File: config.mk
export PLATFORM = sky130hd
export DESIGN_NAME = core_complex
export DESIGN_NICKNAME = d
export VERILOG_FILES = /design/src/source/muldiv_pkg.sv /design/src/source/cc_types_pkg.sv /design/src/source/spill_register.sv /design/src/source/muldiv_multiplier.sv /design/src/source/muldiv_divider.sv /design/src/source/shared_muldiv.sv /design/src/source/core_complex.sv
export SDC_FILE = /design/constraint.sdc
export NUM_CORES = 2
export LEC_CHECK = 0
export ABC_AREA = 1
export BUFFER_PORTS_ARGS = -buffer_cell sky130_fd_sc_hd__buf_2
export CAP_MARGIN = 10
export CELL_PAD_IN_SITES_DETAIL_PLACEMENT = 2
export CELL_PAD_IN_SITES_GLOBAL_PLACEMENT = 2
export CORE_ASPECT_RATIO = 1.4
export CORE_UTILIZATION = 43
export CTS_CLUSTER_DIAMETER = 50
export DETAILED_ROUTE_END_ITERATION = 10
export PLACE_DENSITY = 0.93
export SYNTH_ARGS = -nofsm -noshare
export SYNTH_HDL_FRONTEND = slang
export SYNTH_SLANG_ARGS = --single-unit
File: constraint.sdc
create_clock -name clk_i -period 23.4 [get_ports clk_i]
set_clock_uncertainty 0.2 [all_clocks]
set_input_delay 4.68 -clock clk_i [delete_from_list [all_inputs] [get_ports clk_i]]
set_output_delay 4.68 -clock clk_i [all_outputs]
set_load 0.1 [all_outputs]
File: src/source/muldiv_pkg.sv
package muldiv_pkg;

  // ----------------------------------------
  // Widths
  // ----------------------------------------
  localparam int XLEN           = 32;
  localparam int ACC_ID_WIDTH   = 5;
  localparam int ACC_ADDR_WIDTH = 2;

  // Iteration counter of the divider, one step per quotient bit
  localparam int DIV_CNT_WIDTH  = $clog2(XLEN);

  // Unit address on the offload bus
  localparam logic [ACC_ADDR_WIDTH-1:0] MULDIV_ADDR = 2'd0;

  // ----------------------------------------
  // Operation encoding
  // ----------------------------------------
  // Bit 2 set marks the divider class
  typedef enum logic [3:0] {
    MUL    = 4'd0,
    MULH   = 4'd1,
    MULHSU = 4'd2,
    MULHU  = 4'd3,
    DIV    = 4'd4,
    DIVU   = 4'd5,
    REM    = 4'd6,
    REMU   = 4'd7
  } muldiv_op_e;

endpackage

File: src/source/cc_types_pkg.sv
package cc_types_pkg;

  import muldiv_pkg::*;

  // ----------------------------------------
  // Path register switches
  // ----------------------------------------
  localparam bit REG_OFFLOAD_REQ  = 1'b1;
  localparam bit REG_OFFLOAD_RESP = 1'b1;
  localparam bit REG_TCDM_REQ     = 1'b0;
  localparam bit REG_TCDM_RESP    = 1'b1;

  // Offload request towards the accelerator
  typedef struct packed {
    logic [ACC_ADDR_WIDTH-1:0] addr;
    logic [ACC_ID_WIDTH-1:0]   id;
    muldiv_op_e                op;
    logic [XLEN-1:0]           arga;
    logic [XLEN-1:0]           argb;
  } acc_req_t;

  // Offload response, id is the destination register tag
  typedef struct packed {
    logic [XLEN-1:0]         data;
    logic [ACC_ID_WIDTH-1:0] id;
    logic                    error;
  } acc_resp_t;

  // TCDM request and response
  typedef struct packed {
    logic [31:0] addr;
    logic        write;
    logic [3:0]  amo;
    logic [31:0] data;
    logic [3:0]  strb;
  } dreq_t;

  typedef struct packed {
    logic [31:0] data;
    logic        error;
  } dresp_t;

endpackage

File: src/source/spill_register.sv
module spill_register #(
  parameter type T      = logic,
  parameter bit  BYPASS = 1'b0
) (
  input  logic clk_i,
  input  logic rst_i,
  input  logic valid_i,
  output logic ready_o,
  input  T     data_i,
  output logic valid_o,
  input  logic ready_i,
  output T     data_o
);

  if (BYPASS) begin : gen_bypass
    // Plain wires, no cut
    assign valid_o = valid_i;
    assign ready_o = ready_i;
    assign data_o  = data_i;
  end else begin : gen_spill
    logic a_full_q, b_full_q;
    T     a_data_q, b_data_q;
    logic a_fill, a_drain;
    logic b_fill, b_drain;

    // Slot A takes input, slot B catches A when the output stalls
    assign a_fill  = valid_i && ready_o;
    assign a_drain = a_full_q && !b_full_q;
    assign b_fill  = a_drain && !ready_i;
    assign b_drain = b_full_q && ready_i;

    always_ff @(posedge clk_i) begin
      if (rst_i) begin
        a_full_q <= 1'b0;
        b_full_q <= 1'b0;
      end else begin
        if (a_fill || a_drain) begin
          a_full_q <= a_fill;
        end
        if (b_fill || b_drain) begin
          b_full_q <= b_fill;
        end
      end
    end

    always_ff @(posedge clk_i) begin
      if (a_fill) begin
        a_data_q <= data_i;
      end
      if (b_fill) begin
        b_data_q <= a_data_q;
      end
    end

    // B holds the older item whenever both are full
    assign valid_o = a_full_q || b_full_q;
    assign data_o  = b_full_q ? b_data_q : a_data_q;
    assign ready_o = !a_full_q || !b_full_q;
  end

endmodule

File: src/source/muldiv_multiplier.sv
module muldiv_multiplier import muldiv_pkg::*; (
  input  logic                    clk_i,
  input  logic                    rst_i,
  input  logic                    valid_i,
  output logic                    ready_o,
  input  muldiv_op_e              op_i,
  input  logic [XLEN-1:0]         a_i,
  input  logic [XLEN-1:0]         b_i,
  input  logic [ACC_ID_WIDTH-1:0] id_i,
  output logic                    valid_o,
  input  logic                    ready_i,
  output logic [XLEN-1:0]         result_o,
  output logic [ACC_ID_WIDTH-1:0] id_o
);

  logic                     a_signed, b_signed;
  logic signed [XLEN:0]     a_ext, b_ext;
  logic signed [2*XLEN+1:0] product;

  logic                    s1_valid_q, s1_high_q;
  logic [2*XLEN-1:0]       s1_prod_q;
  logic [ACC_ID_WIDTH-1:0] s1_id_q;
  logic                    s2_valid_q;
  logic [XLEN-1:0]         s2_result_q;
  logic [ACC_ID_WIDTH-1:0] s2_id_q;
  logic                    s1_ready, s2_ready;

  // 33-bit operands cover all four signedness cases
  assign a_signed = (op_i == MULH) || (op_i == MULHSU);
  assign b_signed = (op_i == MULH);
  assign a_ext    = {a_signed & a_i[XLEN-1], a_i};
  assign b_ext    = {b_signed & b_i[XLEN-1], b_i};
  assign product  = a_ext * b_ext;

  // Stage advances when the next one is empty or draining
  assign s2_ready = !s2_valid_q || ready_i;
  assign s1_ready = !s1_valid_q || s2_ready;
  assign ready_o  = s1_ready;

  always_ff @(posedge clk_i) begin
    if (rst_i) begin
      s1_valid_q <= 1'b0;
      s2_valid_q <= 1'b0;
    end else begin
      if (s1_ready) begin
        s1_valid_q <= valid_i;
      end
      if (s2_ready) begin
        s2_valid_q <= s1_valid_q;
      end
    end
  end

  always_ff @(posedge clk_i) begin
    if (valid_i && s1_ready) begin
      s1_prod_q <= product[2*XLEN-1:0];
      s1_high_q <= (op_i != MUL);
      s1_id_q   <= id_i;
    end
    // Word select in the second stage
    if (s1_valid_q && s2_ready) begin
      s2_result_q <= s1_high_q ? s1_prod_q[2*XLEN-1:XLEN] : s1_prod_q[XLEN-1:0];
      s2_id_q     <= s1_id_q;
    end
  end

  assign valid_o  = s2_valid_q;
  assign result_o = s2_result_q;
  assign id_o     = s2_id_q;

endmodule

File: src/source/muldiv_divider.sv
module muldiv_divider import muldiv_pkg::*; (
  input  logic                    clk_i,
  input  logic                    rst_i,
  input  logic                    valid_i,
  output logic                    ready_o,
  input  muldiv_op_e              op_i,
  input  logic [XLEN-1:0]         a_i,
  input  logic [XLEN-1:0]         b_i,
  input  logic [ACC_ID_WIDTH-1:0] id_i,
  output logic                    valid_o,
  input  logic                    ready_i,
  output logic [XLEN-1:0]         result_o,
  output logic [ACC_ID_WIDTH-1:0] id_o
);

  typedef enum logic [1:0] {
    IDLE,
    CALC,
    DONE
  } div_state_e;

  div_state_e               state_q;
  logic [DIV_CNT_WIDTH-1:0] count_q;
  logic [XLEN-1:0]          quot_q, rem_q, divisor_q;
  logic [ACC_ID_WIDTH-1:0]  id_q;
  logic                     rem_sel_q, quot_neg_q, rem_neg_q;

  logic            accept, div_zero;
  logic            op_signed, op_rem;
  logic            a_neg, b_neg;
  logic [XLEN-1:0] a_abs, b_abs;
  logic [XLEN:0]   shifted;
  logic [XLEN+1:0] diff;

  assign ready_o  = (state_q == IDLE);
  assign valid_o  = (state_q == DONE);
  assign accept   = valid_i && ready_o;
  assign div_zero = (b_i == '0);

  // Operand decode and magnitudes
  assign op_signed = (op_i == DIV) || (op_i == REM);
  assign op_rem    = (op_i == REM) || (op_i == REMU);
  assign a_neg     = op_signed && a_i[XLEN-1];
  assign b_neg     = op_signed && b_i[XLEN-1];
  assign a_abs     = a_neg ? -a_i : a_i;
  assign b_abs     = b_neg ? -b_i : b_i;

  // One restoring step, dividend bits shift in from the quotient register
  assign shifted = {rem_q, quot_q[XLEN-1]};
  assign diff    = {1'b0, shifted} - {2'b00, divisor_q};

  always_ff @(posedge clk_i) begin
    if (rst_i) begin
      state_q <= IDLE;
      count_q <= '0;
    end else begin
      case (state_q)
        IDLE: begin
          if (accept) begin
            count_q <= '0;
            // Zero divisor needs no iterations
            state_q <= div_zero ? DONE : CALC;
          end
        end
        CALC: begin
          count_q <= count_q + 1'b1;
          if (count_q == DIV_CNT_WIDTH'(XLEN - 1)) begin
            state_q <= DONE;
          end
        end
        DONE: begin
          if (ready_i) begin
            state_q <= IDLE;
          end
        end
        default: state_q <= IDLE;
      endcase
    end
  end

  always_ff @(posedge clk_i) begin
    if (accept) begin
      id_q      <= id_i;
      rem_sel_q <= op_rem;
      if (div_zero) begin
        // RISC-V: quotient all ones, remainder is the dividend
        quot_q     <= '1;
        rem_q      <= a_i;
        quot_neg_q <= 1'b0;
        rem_neg_q  <= 1'b0;
      end else begin
        quot_q     <= a_abs;
        rem_q      <= '0;
        divisor_q  <= b_abs;
        quot_neg_q <= a_neg ^ b_neg;
        rem_neg_q  <= a_neg;
      end
    end else if (state_q == CALC) begin
      quot_q <= {quot_q[XLEN-2:0], !diff[XLEN+1]};
      rem_q  <= diff[XLEN+1] ? shifted[XLEN-1:0] : diff[XLEN-1:0];
    end
  end

  // Sign fix on the way out, min / -1 wraps back to the dividend
  always_comb begin
    if (rem_sel_q) begin
      result_o = rem_neg_q ? -rem_q : rem_q;
    end else begin
      result_o = quot_neg_q ? -quot_q : quot_q;
    end
  end

  assign id_o = id_q;

endmodule

File: src/source/shared_muldiv.sv
module shared_muldiv import muldiv_pkg::*; import cc_types_pkg::*; (
  input  logic      clk_i,
  input  logic      rst_i,
  input  acc_req_t  req_i,
  input  logic      req_valid_i,
  output logic      req_ready_o,
  output acc_resp_t resp_o,
  output logic      resp_valid_o,
  input  logic      resp_ready_i
);

  logic                    addr_ok, is_div;
  logic                    mul_in_valid, mul_in_ready;
  logic                    div_in_valid, div_in_ready;
  logic                    mul_out_valid, mul_out_ready;
  logic                    div_out_valid, div_out_ready;
  logic [XLEN-1:0]         mul_result, div_result;
  logic [ACC_ID_WIDTH-1:0] mul_id, div_id;
  logic                    err_accept, err_full_q;
  logic [ACC_ID_WIDTH-1:0] err_id_q;

  // ----------------------------------------
  // Decode and dispatch
  // ----------------------------------------
  assign addr_ok      = (req_i.addr == MULDIV_ADDR);
  assign is_div       = req_i.op inside {DIV, DIVU, REM, REMU};
  assign mul_in_valid = req_valid_i && addr_ok && !is_div;
  assign div_in_valid = req_valid_i && addr_ok && is_div;
  assign err_accept   = req_valid_i && !addr_ok && !err_full_q;

  always_comb begin
    if (!addr_ok) begin
      req_ready_o = !err_full_q;
    end else if (is_div) begin
      req_ready_o = div_in_ready;
    end else begin
      req_ready_o = mul_in_ready;
    end
  end

  muldiv_multiplier muldiv_multiplier_inst (
    .clk_i    ( clk_i         ),
    .rst_i    ( rst_i         ),
    .valid_i  ( mul_in_valid  ),
    .ready_o  ( mul_in_ready  ),
    .op_i     ( req_i.op      ),
    .a_i      ( req_i.arga    ),
    .b_i      ( req_i.argb    ),
    .id_i     ( req_i.id      ),
    .valid_o  ( mul_out_valid ),
    .ready_i  ( mul_out_ready ),
    .result_o ( mul_result    ),
    .id_o     ( mul_id        )
  );

  muldiv_divider muldiv_divider_inst (
    .clk_i    ( clk_i         ),
    .rst_i    ( rst_i         ),
    .valid_i  ( div_in_valid  ),
    .ready_o  ( div_in_ready  ),
    .op_i     ( req_i.op      ),
    .a_i      ( req_i.arga    ),
    .b_i      ( req_i.argb    ),
    .id_i     ( req_i.id      ),
    .valid_o  ( div_out_valid ),
    .ready_i  ( div_out_ready ),
    .result_o ( div_result    ),
    .id_o     ( div_id        )
  );

  // One-entry slot for requests to a wrong address
  always_ff @(posedge clk_i) begin
    if (rst_i) begin
      err_full_q <= 1'b0;
    end else if (err_accept) begin
      err_full_q <= 1'b1;
    end else if (err_full_q && resp_ready_i) begin
      err_full_q <= 1'b0;
    end
  end

  always_ff @(posedge clk_i) begin
    if (err_accept) begin
      err_id_q <= req_i.id;
    end
  end

  // ----------------------------------------
  // Response arbitration
  // ----------------------------------------
  // Fixed priority, error first, divider last
  assign mul_out_ready = resp_ready_i && !err_full_q;
  assign div_out_ready = resp_ready_i && !err_full_q && !mul_out_valid;
  assign resp_valid_o  = err_full_q || mul_out_valid || div_out_valid;

  always_comb begin
    if (err_full_q) begin
      resp_o.data  = '0;
      resp_o.id    = err_id_q;
      resp_o.error = 1'b1;
    end else if (mul_out_valid) begin
      resp_o.data  = mul_result;
      resp_o.id    = mul_id;
      resp_o.error = 1'b0;
    end else begin
      resp_o.data  = div_result;
      resp_o.id    = div_id;
      resp_o.error = 1'b0;
    end
  end

endmodule

File: src/source/core_complex.sv
module core_complex import cc_types_pkg::*; (
  input  logic      clk_i,
  input  logic      rst_i,
  // Offload port
  input  acc_req_t  acc_req_i,
  input  logic      acc_qvalid_i,
  output logic      acc_qready_o,
  output acc_resp_t acc_resp_o,
  output logic      acc_pvalid_o,
  input  logic      acc_pready_i,
  // Core-side data port
  input  dreq_t     core_dreq_i,
  input  logic      core_dqvalid_i,
  output logic      core_dqready_o,
  output dresp_t    core_dresp_o,
  output logic      core_dpvalid_o,
  input  logic      core_dpready_i,
  // Memory-side data port
  output dreq_t     mem_dreq_o,
  output logic      mem_dqvalid_o,
  input  logic      mem_dqready_i,
  input  dresp_t    mem_dresp_i,
  input  logic      mem_dpvalid_i,
  output logic      mem_dpready_o
);

  acc_req_t  acc_req_q;
  acc_resp_t acc_resp_d;
  logic      acc_req_q_valid, acc_req_q_ready;
  logic      acc_resp_d_valid, acc_resp_d_ready;

  // ----------------------------------------
  // Offload path
  // ----------------------------------------
  spill_register #(
    .T      ( acc_req_t        ),
    .BYPASS ( !REG_OFFLOAD_REQ )
  ) spill_acc_req_inst (
    .clk_i   ( clk_i           ),
    .rst_i   ( rst_i           ),
    .valid_i ( acc_qvalid_i    ),
    .ready_o ( acc_qready_o    ),
    .data_i  ( acc_req_i       ),
    .valid_o ( acc_req_q_valid ),
    .ready_i ( acc_req_q_ready ),
    .data_o  ( acc_req_q       )
  );

  shared_muldiv shared_muldiv_inst (
    .clk_i        ( clk_i            ),
    .rst_i        ( rst_i            ),
    .req_i        ( acc_req_q        ),
    .req_valid_i  ( acc_req_q_valid  ),
    .req_ready_o  ( acc_req_q_ready  ),
    .resp_o       ( acc_resp_d       ),
    .resp_valid_o ( acc_resp_d_valid ),
    .resp_ready_i ( acc_resp_d_ready )
  );

  spill_register #(
    .T      ( acc_resp_t        ),
    .BYPASS ( !REG_OFFLOAD_RESP )
  ) spill_acc_resp_inst (
    .clk_i   ( clk_i            ),
    .rst_i   ( rst_i            ),
    .valid_i ( acc_resp_d_valid ),
    .ready_o ( acc_resp_d_ready ),
    .data_i  ( acc_resp_d       ),
    .valid_o ( acc_pvalid_o     ),
    .ready_i ( acc_pready_i     ),
    .data_o  ( acc_resp_o       )
  );

  // ----------------------------------------
  // TCDM paths
  // ----------------------------------------
  spill_register #(
    .T      ( dreq_t        ),
    .BYPASS ( !REG_TCDM_REQ )
  ) spill_tcdm_req_inst (
    .clk_i   ( clk_i          ),
    .rst_i   ( rst_i          ),
    .valid_i ( core_dqvalid_i ),
    .ready_o ( core_dqready_o ),
    .data_i  ( core_dreq_i    ),
    .valid_o ( mem_dqvalid_o  ),
    .ready_i ( mem_dqready_i  ),
    .data_o  ( mem_dreq_o     )
  );

  spill_register #(
    .T      ( dresp_t        ),
    .BYPASS ( !REG_TCDM_RESP )
  ) spill_tcdm_resp_inst (
    .clk_i   ( clk_i          ),
    .rst_i   ( rst_i          ),
    .valid_i ( mem_dpvalid_i  ),
    .ready_o ( mem_dpready_o  ),
    .data_i  ( mem_dresp_i    ),
    .valid_o ( core_dpvalid_o ),
    .ready_i ( core_dpready_i ),
    .data_o  ( core_dresp_o   )
  );

endmodule

==> results of run 1 <==
[Yosys cell counts (4+ instances only)]
library cell  number
a21boi_0           5
a21o_1            14
a21oi_1          187
a22oi_1            7
a31oi_1           15
and3_1             4
buf_1             32
buf_2             18
buf_4             82
buf_6              7
clkbuf_1         216
clkinv_1          11
dfxtp_1           16
edfxtp_1         508
fa_1            1126
ha_1             250
inv_1           1601
inv_2             25
mux2_2            32
nand2_1         1748
nand2_2            4
nand3_1          275
nand3b_1          13
nand4_1           57
nor2_1           803
nor2_2             6
nor3_1            52
nor4_1             7
o211ai_1          18
o21a_1             5
o21ai_0          162
o21ai_1           36
o21ai_2           21
o21bai_1          18
o31ai_1            5
or2_1              8
xnor2_1           12
xor2_1            97
[per-layer routing]
layer	global-route usage, %	overflow
met1	59.1	0
met2	81.5	9
met3	41.9	0
met4	60.7	21
met5	17.6	0
[stage by stage]
step	worst slack (ns)	utilization [%]	cells
global placement	13.31	45.3	9426
CTS	12.27	46.9	9552
detailed placement	12.51	45.3	9426
floorplan	13.58	-	7527
[cells by family after synthesis]
logic type | synth area share [%]
AND/OR/NAND/NOR | 18.4
buffers and inverters | 12.1
adder cells (fa/ha/maj) | 39.4
flip-flops | 23.9
AO/OA/AOI/OAI | 4.29
XOR/XNOR | 1.46
multiplexers | 0.552
==> impl_metrics.json, run 1 <==
{
  "status": "aborted with a tool error",
  "lastStage": "global routing (5_1_grt)",
  "tool.error": "[ERROR GRT-0116] Global routing finished with congestion. Check the congestion regions in the DRC Viewer.",
  "syn_nets": 9092,
  "die_h_um": 463,
  "place_area_sq_um": 68000,
  "synth_top_area_cell": "fa_1",
  "cts_resized": 0,
  "grt_pass1_wl_mm": 649,
  "track_usage_pct": 61.0,
  "cts_root_buffer": "clkbuf_16",
  "cts_max_level": 3,
  "clock_sinks": 524,
  "ys_seq_area_share_pct": 23.9,
  "gp_congestion": 0.978,
  "die_w_um": 331,
  "grt.overflow.total": 30,
  "synth_cells": 7527,
  "yosysTopAreaCellShare_pct": 34.6,
  "ys_seq_elements": 524,
  "grt_max_degree": 103,
  "port_buffers": 188,
  "synth_flop_cell": "edfxtp_1",
  "start_util_pct": 43.5,
  "ctsHoldBuffers": 0,
  "grt_pass1_vias": 78700,
  "synth_cell_types": 53,
  "ys.warnings.count": 0,
  "rows": 168,
  "async_reset_ff_share_pct": 0,
  "boundaryPins": 339,
  "synthTopCellsByArea": "fa_1 (35%), edfxtp_1 (23%), nand2_1 (10%)",
  "syn_area_sq_um": 65200,
  "synth_edf_count": 508,
  "dp_hpwl_mm": 276,
  "cts_made_buffers": 69,
  "clock_path_buffers": 3,
  "postCtsSetupRepairBufs": 0,
  "synth_area_per_cell_sq_um": 8.67
}
==> run 2, diff against run 1 <==
--- a/config.mk
+++ b/config.mk
@@ -8,13 +8,9 @@
 export ABC_AREA = 1
 export BUFFER_PORTS_ARGS = -buffer_cell sky130_fd_sc_hd__buf_2
 export CAP_MARGIN = 10
-export CELL_PAD_IN_SITES_DETAIL_PLACEMENT = 2
-export CELL_PAD_IN_SITES_GLOBAL_PLACEMENT = 2
-export CORE_ASPECT_RATIO = 1.4
-export CORE_UTILIZATION = 43
-export CTS_CLUSTER_DIAMETER = 50
+export CORE_UTILIZATION = 40
 export DETAILED_ROUTE_END_ITERATION = 10
-export PLACE_DENSITY = 0.93
+export PLACE_DENSITY_LB_ADDON = 0.15
 export SYNTH_ARGS = -nofsm -noshare
 export SYNTH_HDL_FRONTEND = slang
 export SYNTH_SLANG_ARGS = --single-unit
==> run 2 against run 1 <==
Effect of this change:
- the run now ends clean
- synthesized cell count did not move
- area after synthesis did not move
==> impl_metrics.json, run 2 <==
{
  "r2r-start": "spill_acc_req_inst.gen_spill.b_full_q$_SDFFE_PP0P_",
  "die_w_um": 406,
  "yosysMostFrequentCell": "nand2_1",
  "cts_tree": "built",
  "dr.pass1.iters": 8,
  "totalWireLength_mm": 243,
  "setup-tns-final_ns": 0,
  "setup_viol": 0,
  "cp_data_arrival_time_ns": 11.68,
  "fin_nets": 9097,
  "slew_violations": 0,
  "area_growth_syn_to_layout_pct": 7.65,
  "place_ws_ns": 12.12,
  "via_per_inst": 5.25,
  "maxCapViolCount": 0,
  "synth_area_per_cell_sq_um": 8.67,
  "port_buffers": 188,
  "critical_path.top_delay_family": "adder cells",
  "reg.largest.list": "spill_acc_req_inst.gen_spill.a_data_q (75), spill_acc_req_inst.gen_spill.b_data_q (75), shared_muldiv_inst.muldiv_multiplier_inst.s1_prod_q (64)",
  "cts_max_level": 2,
  "cts_resized": 0,
  "cts_root_buffer": "clkbuf_16",
  "slowest_delay_ns": 0.98,
  "fmax_ghz": 0.0873,
  "synth_cell_types": 53,
  "multi_input_area_sq_um": 42000,
  "synth_flop_cell": "edfxtp_1",
  "rsz0062_at_grt": "false",
  "drt_iter0_drc": 4407,
  "core_sq_um": 161000,
  "grt_pass1_wl_mm": 359,
  "startpoint_type": "flip-flop",
  "grt.overflow.total": 0,
  "regArea_sq_um": 15600,
  "start_util_pct": 40.4,
  "slowest_stage": "fa_1",
  "cts_made_buffers": 58,
  "crit_fanout": 57,
  "drc": 0,
  "final.period_utilization_pct": 49.0,
  "clock_latency_ns": 0.69,
  "clock_sinks": 524,
  "grt_max_degree": 69,
  "synth_cells": 7527,
  "min_from": "spill_acc_req_inst.gen_spill.a_data_q[60]$_DFFE_PP_",
  "ys_seq_area_share_pct": 23.9,
  "ys_seq_elements": 524,
  "async_reset_ff_share_pct": 0,
  "crit_path_end_kind": "flip-flop",
  "yosysTopAreaCellShare_pct": 34.6,
  "postCtsSetupRepairBufs": 0,
  "status": "complete, no violations",
  "hold_violations": 0,
  "syn_nets": 9092,
  "fillerInstances": 16300,
  "required_ns": 23.62,
  "whs_ns": 0.212,
  "tightest_slew_ns": 1.30,
  "synth_edf_count": 508,
  "ys.warnings.count": 0,
  "ctsHoldBuffers": 0,
  "relSlewSlack_pct": 13.4,
  "antenna_found_initial": 12,
  "drtAntennaViolNets": 0,
  "synthTopCellsByArea": "fa_1 (35%), edfxtp_1 (23%), nand2_1 (10%)",
  "dp_hpwl_mm": 188,
  "synth_top_area_cell": "fa_1",
  "synthTopCellsByCount": "nand2_1 (1,748), inv_1 (1,601), fa_1 (1,126), nor2_1 (803), edfxtp_1 (508)",
  "final_common_cell": "nand2_1",
  "rows": 147,
  "syn_area_sq_um": 65200,
  "path_buf_inv": 11,
  "track_usage_pct": 30.1,
  "gp_congestion": 0.942,
  "boundaryPins": 339,
  "clk_pin_slew_ns": 0.07,
  "die_h_um": 406,
  "vias": 51200,
  "drive_gt1_share_pct": 6.93,
  "final_cell_mix": "nand2_1 (1,747), inv_1 (1,593), fa_1 (1,126)",
  "fin_ws_ns": 11.94,
  "dieArea_sq_um": 165000,
  "hold_class": "reg2reg",
  "period_minus_slack_ns": 11.46,
  "clock_path_buffers": 3,
  "crit_start": "spill_acc_req_inst.gen_spill.b_full_q$_SDFFE_PP0P_",
  "grt_pass1_vias": 53600,
  "path_class": "reg2reg",
  "wl_per_cell_um": 24.9
}
run 2: per-layer routing:
layer  wire (um)  GRT usage, %  up-vias
met5          50             0        -
met4       14800          16.0        6
met3       17300          4.54      516
met2      114000          49.6     2046
met1       96600          38.1    26100
li1            -             -    22600
run 2: cell families after synthesis:
kind of cell	after synthesis	share of synthesized area, %
buffers and inverters	1992	12.1
DFF	524	23.9
and+or+nand+nor	2995	18.4
muxes	32	0.552
adders and majority gates	1376	39.4
AOI/OAI and AO/OA	499	4.29
xor gates and xnor gates	109	1.46
run 2: final timing paths:
path,depth (start not counted),end,slack [ns]
worst min register to register,0,spill_acc_req_inst.gen_spill.b_data_q[60]$_DFFE_PP_,0.21
worst max register to register,34,flip-flop,11.94
worst max-delay path,34,flip-flop,11.94
worst min-delay path,0,spill_acc_req_inst.gen_spill.b_data_q[60]$_DFFE_PP_,0.21
run 2: layout make-up:
| cell class | count | share of cell area (%) |
|---|---|---|
| Antenna cell | 7 | 0.0249 |
| Timing Repair Buffer | 300 | 2.54 |
| Multi-Input combinational cell | 5011 | 59.8 |
| Tap cell | 2160 | 3.85 |
| Sequential cell | 524 | 22.2 |
| Clock buffer | 70 | 2.13 |
| Inverter | 1637 | 8.75 |
| Clock inverter | 37 | 0.688 |
run 2: metrics by stage:
step	util, %	cells	cell area [sq um]
finish	43.5	9746	70200
global route	43.5	9743	70200
CTS	43.5	9738	70200
detailed placement	42.3	9631	68200
global placement	42.3	9631	68200
floorplan	-	7527	65200
run 2: worst register-to-register path, delay by kind of cell (launching register included):
family,cells,cell delay [ns]
and+or+nand+nor,13,2.71
buffers and inverters,11,2.64
adders and majority gates,9,5.13
AOI/OAI and AO/OA,1,0.21
DFF,1,0.34
Power of run 2 is left out: the tool's default activity adds up to more than one toggle a clock period on the data nets, which glitch-free logic cannot reach.
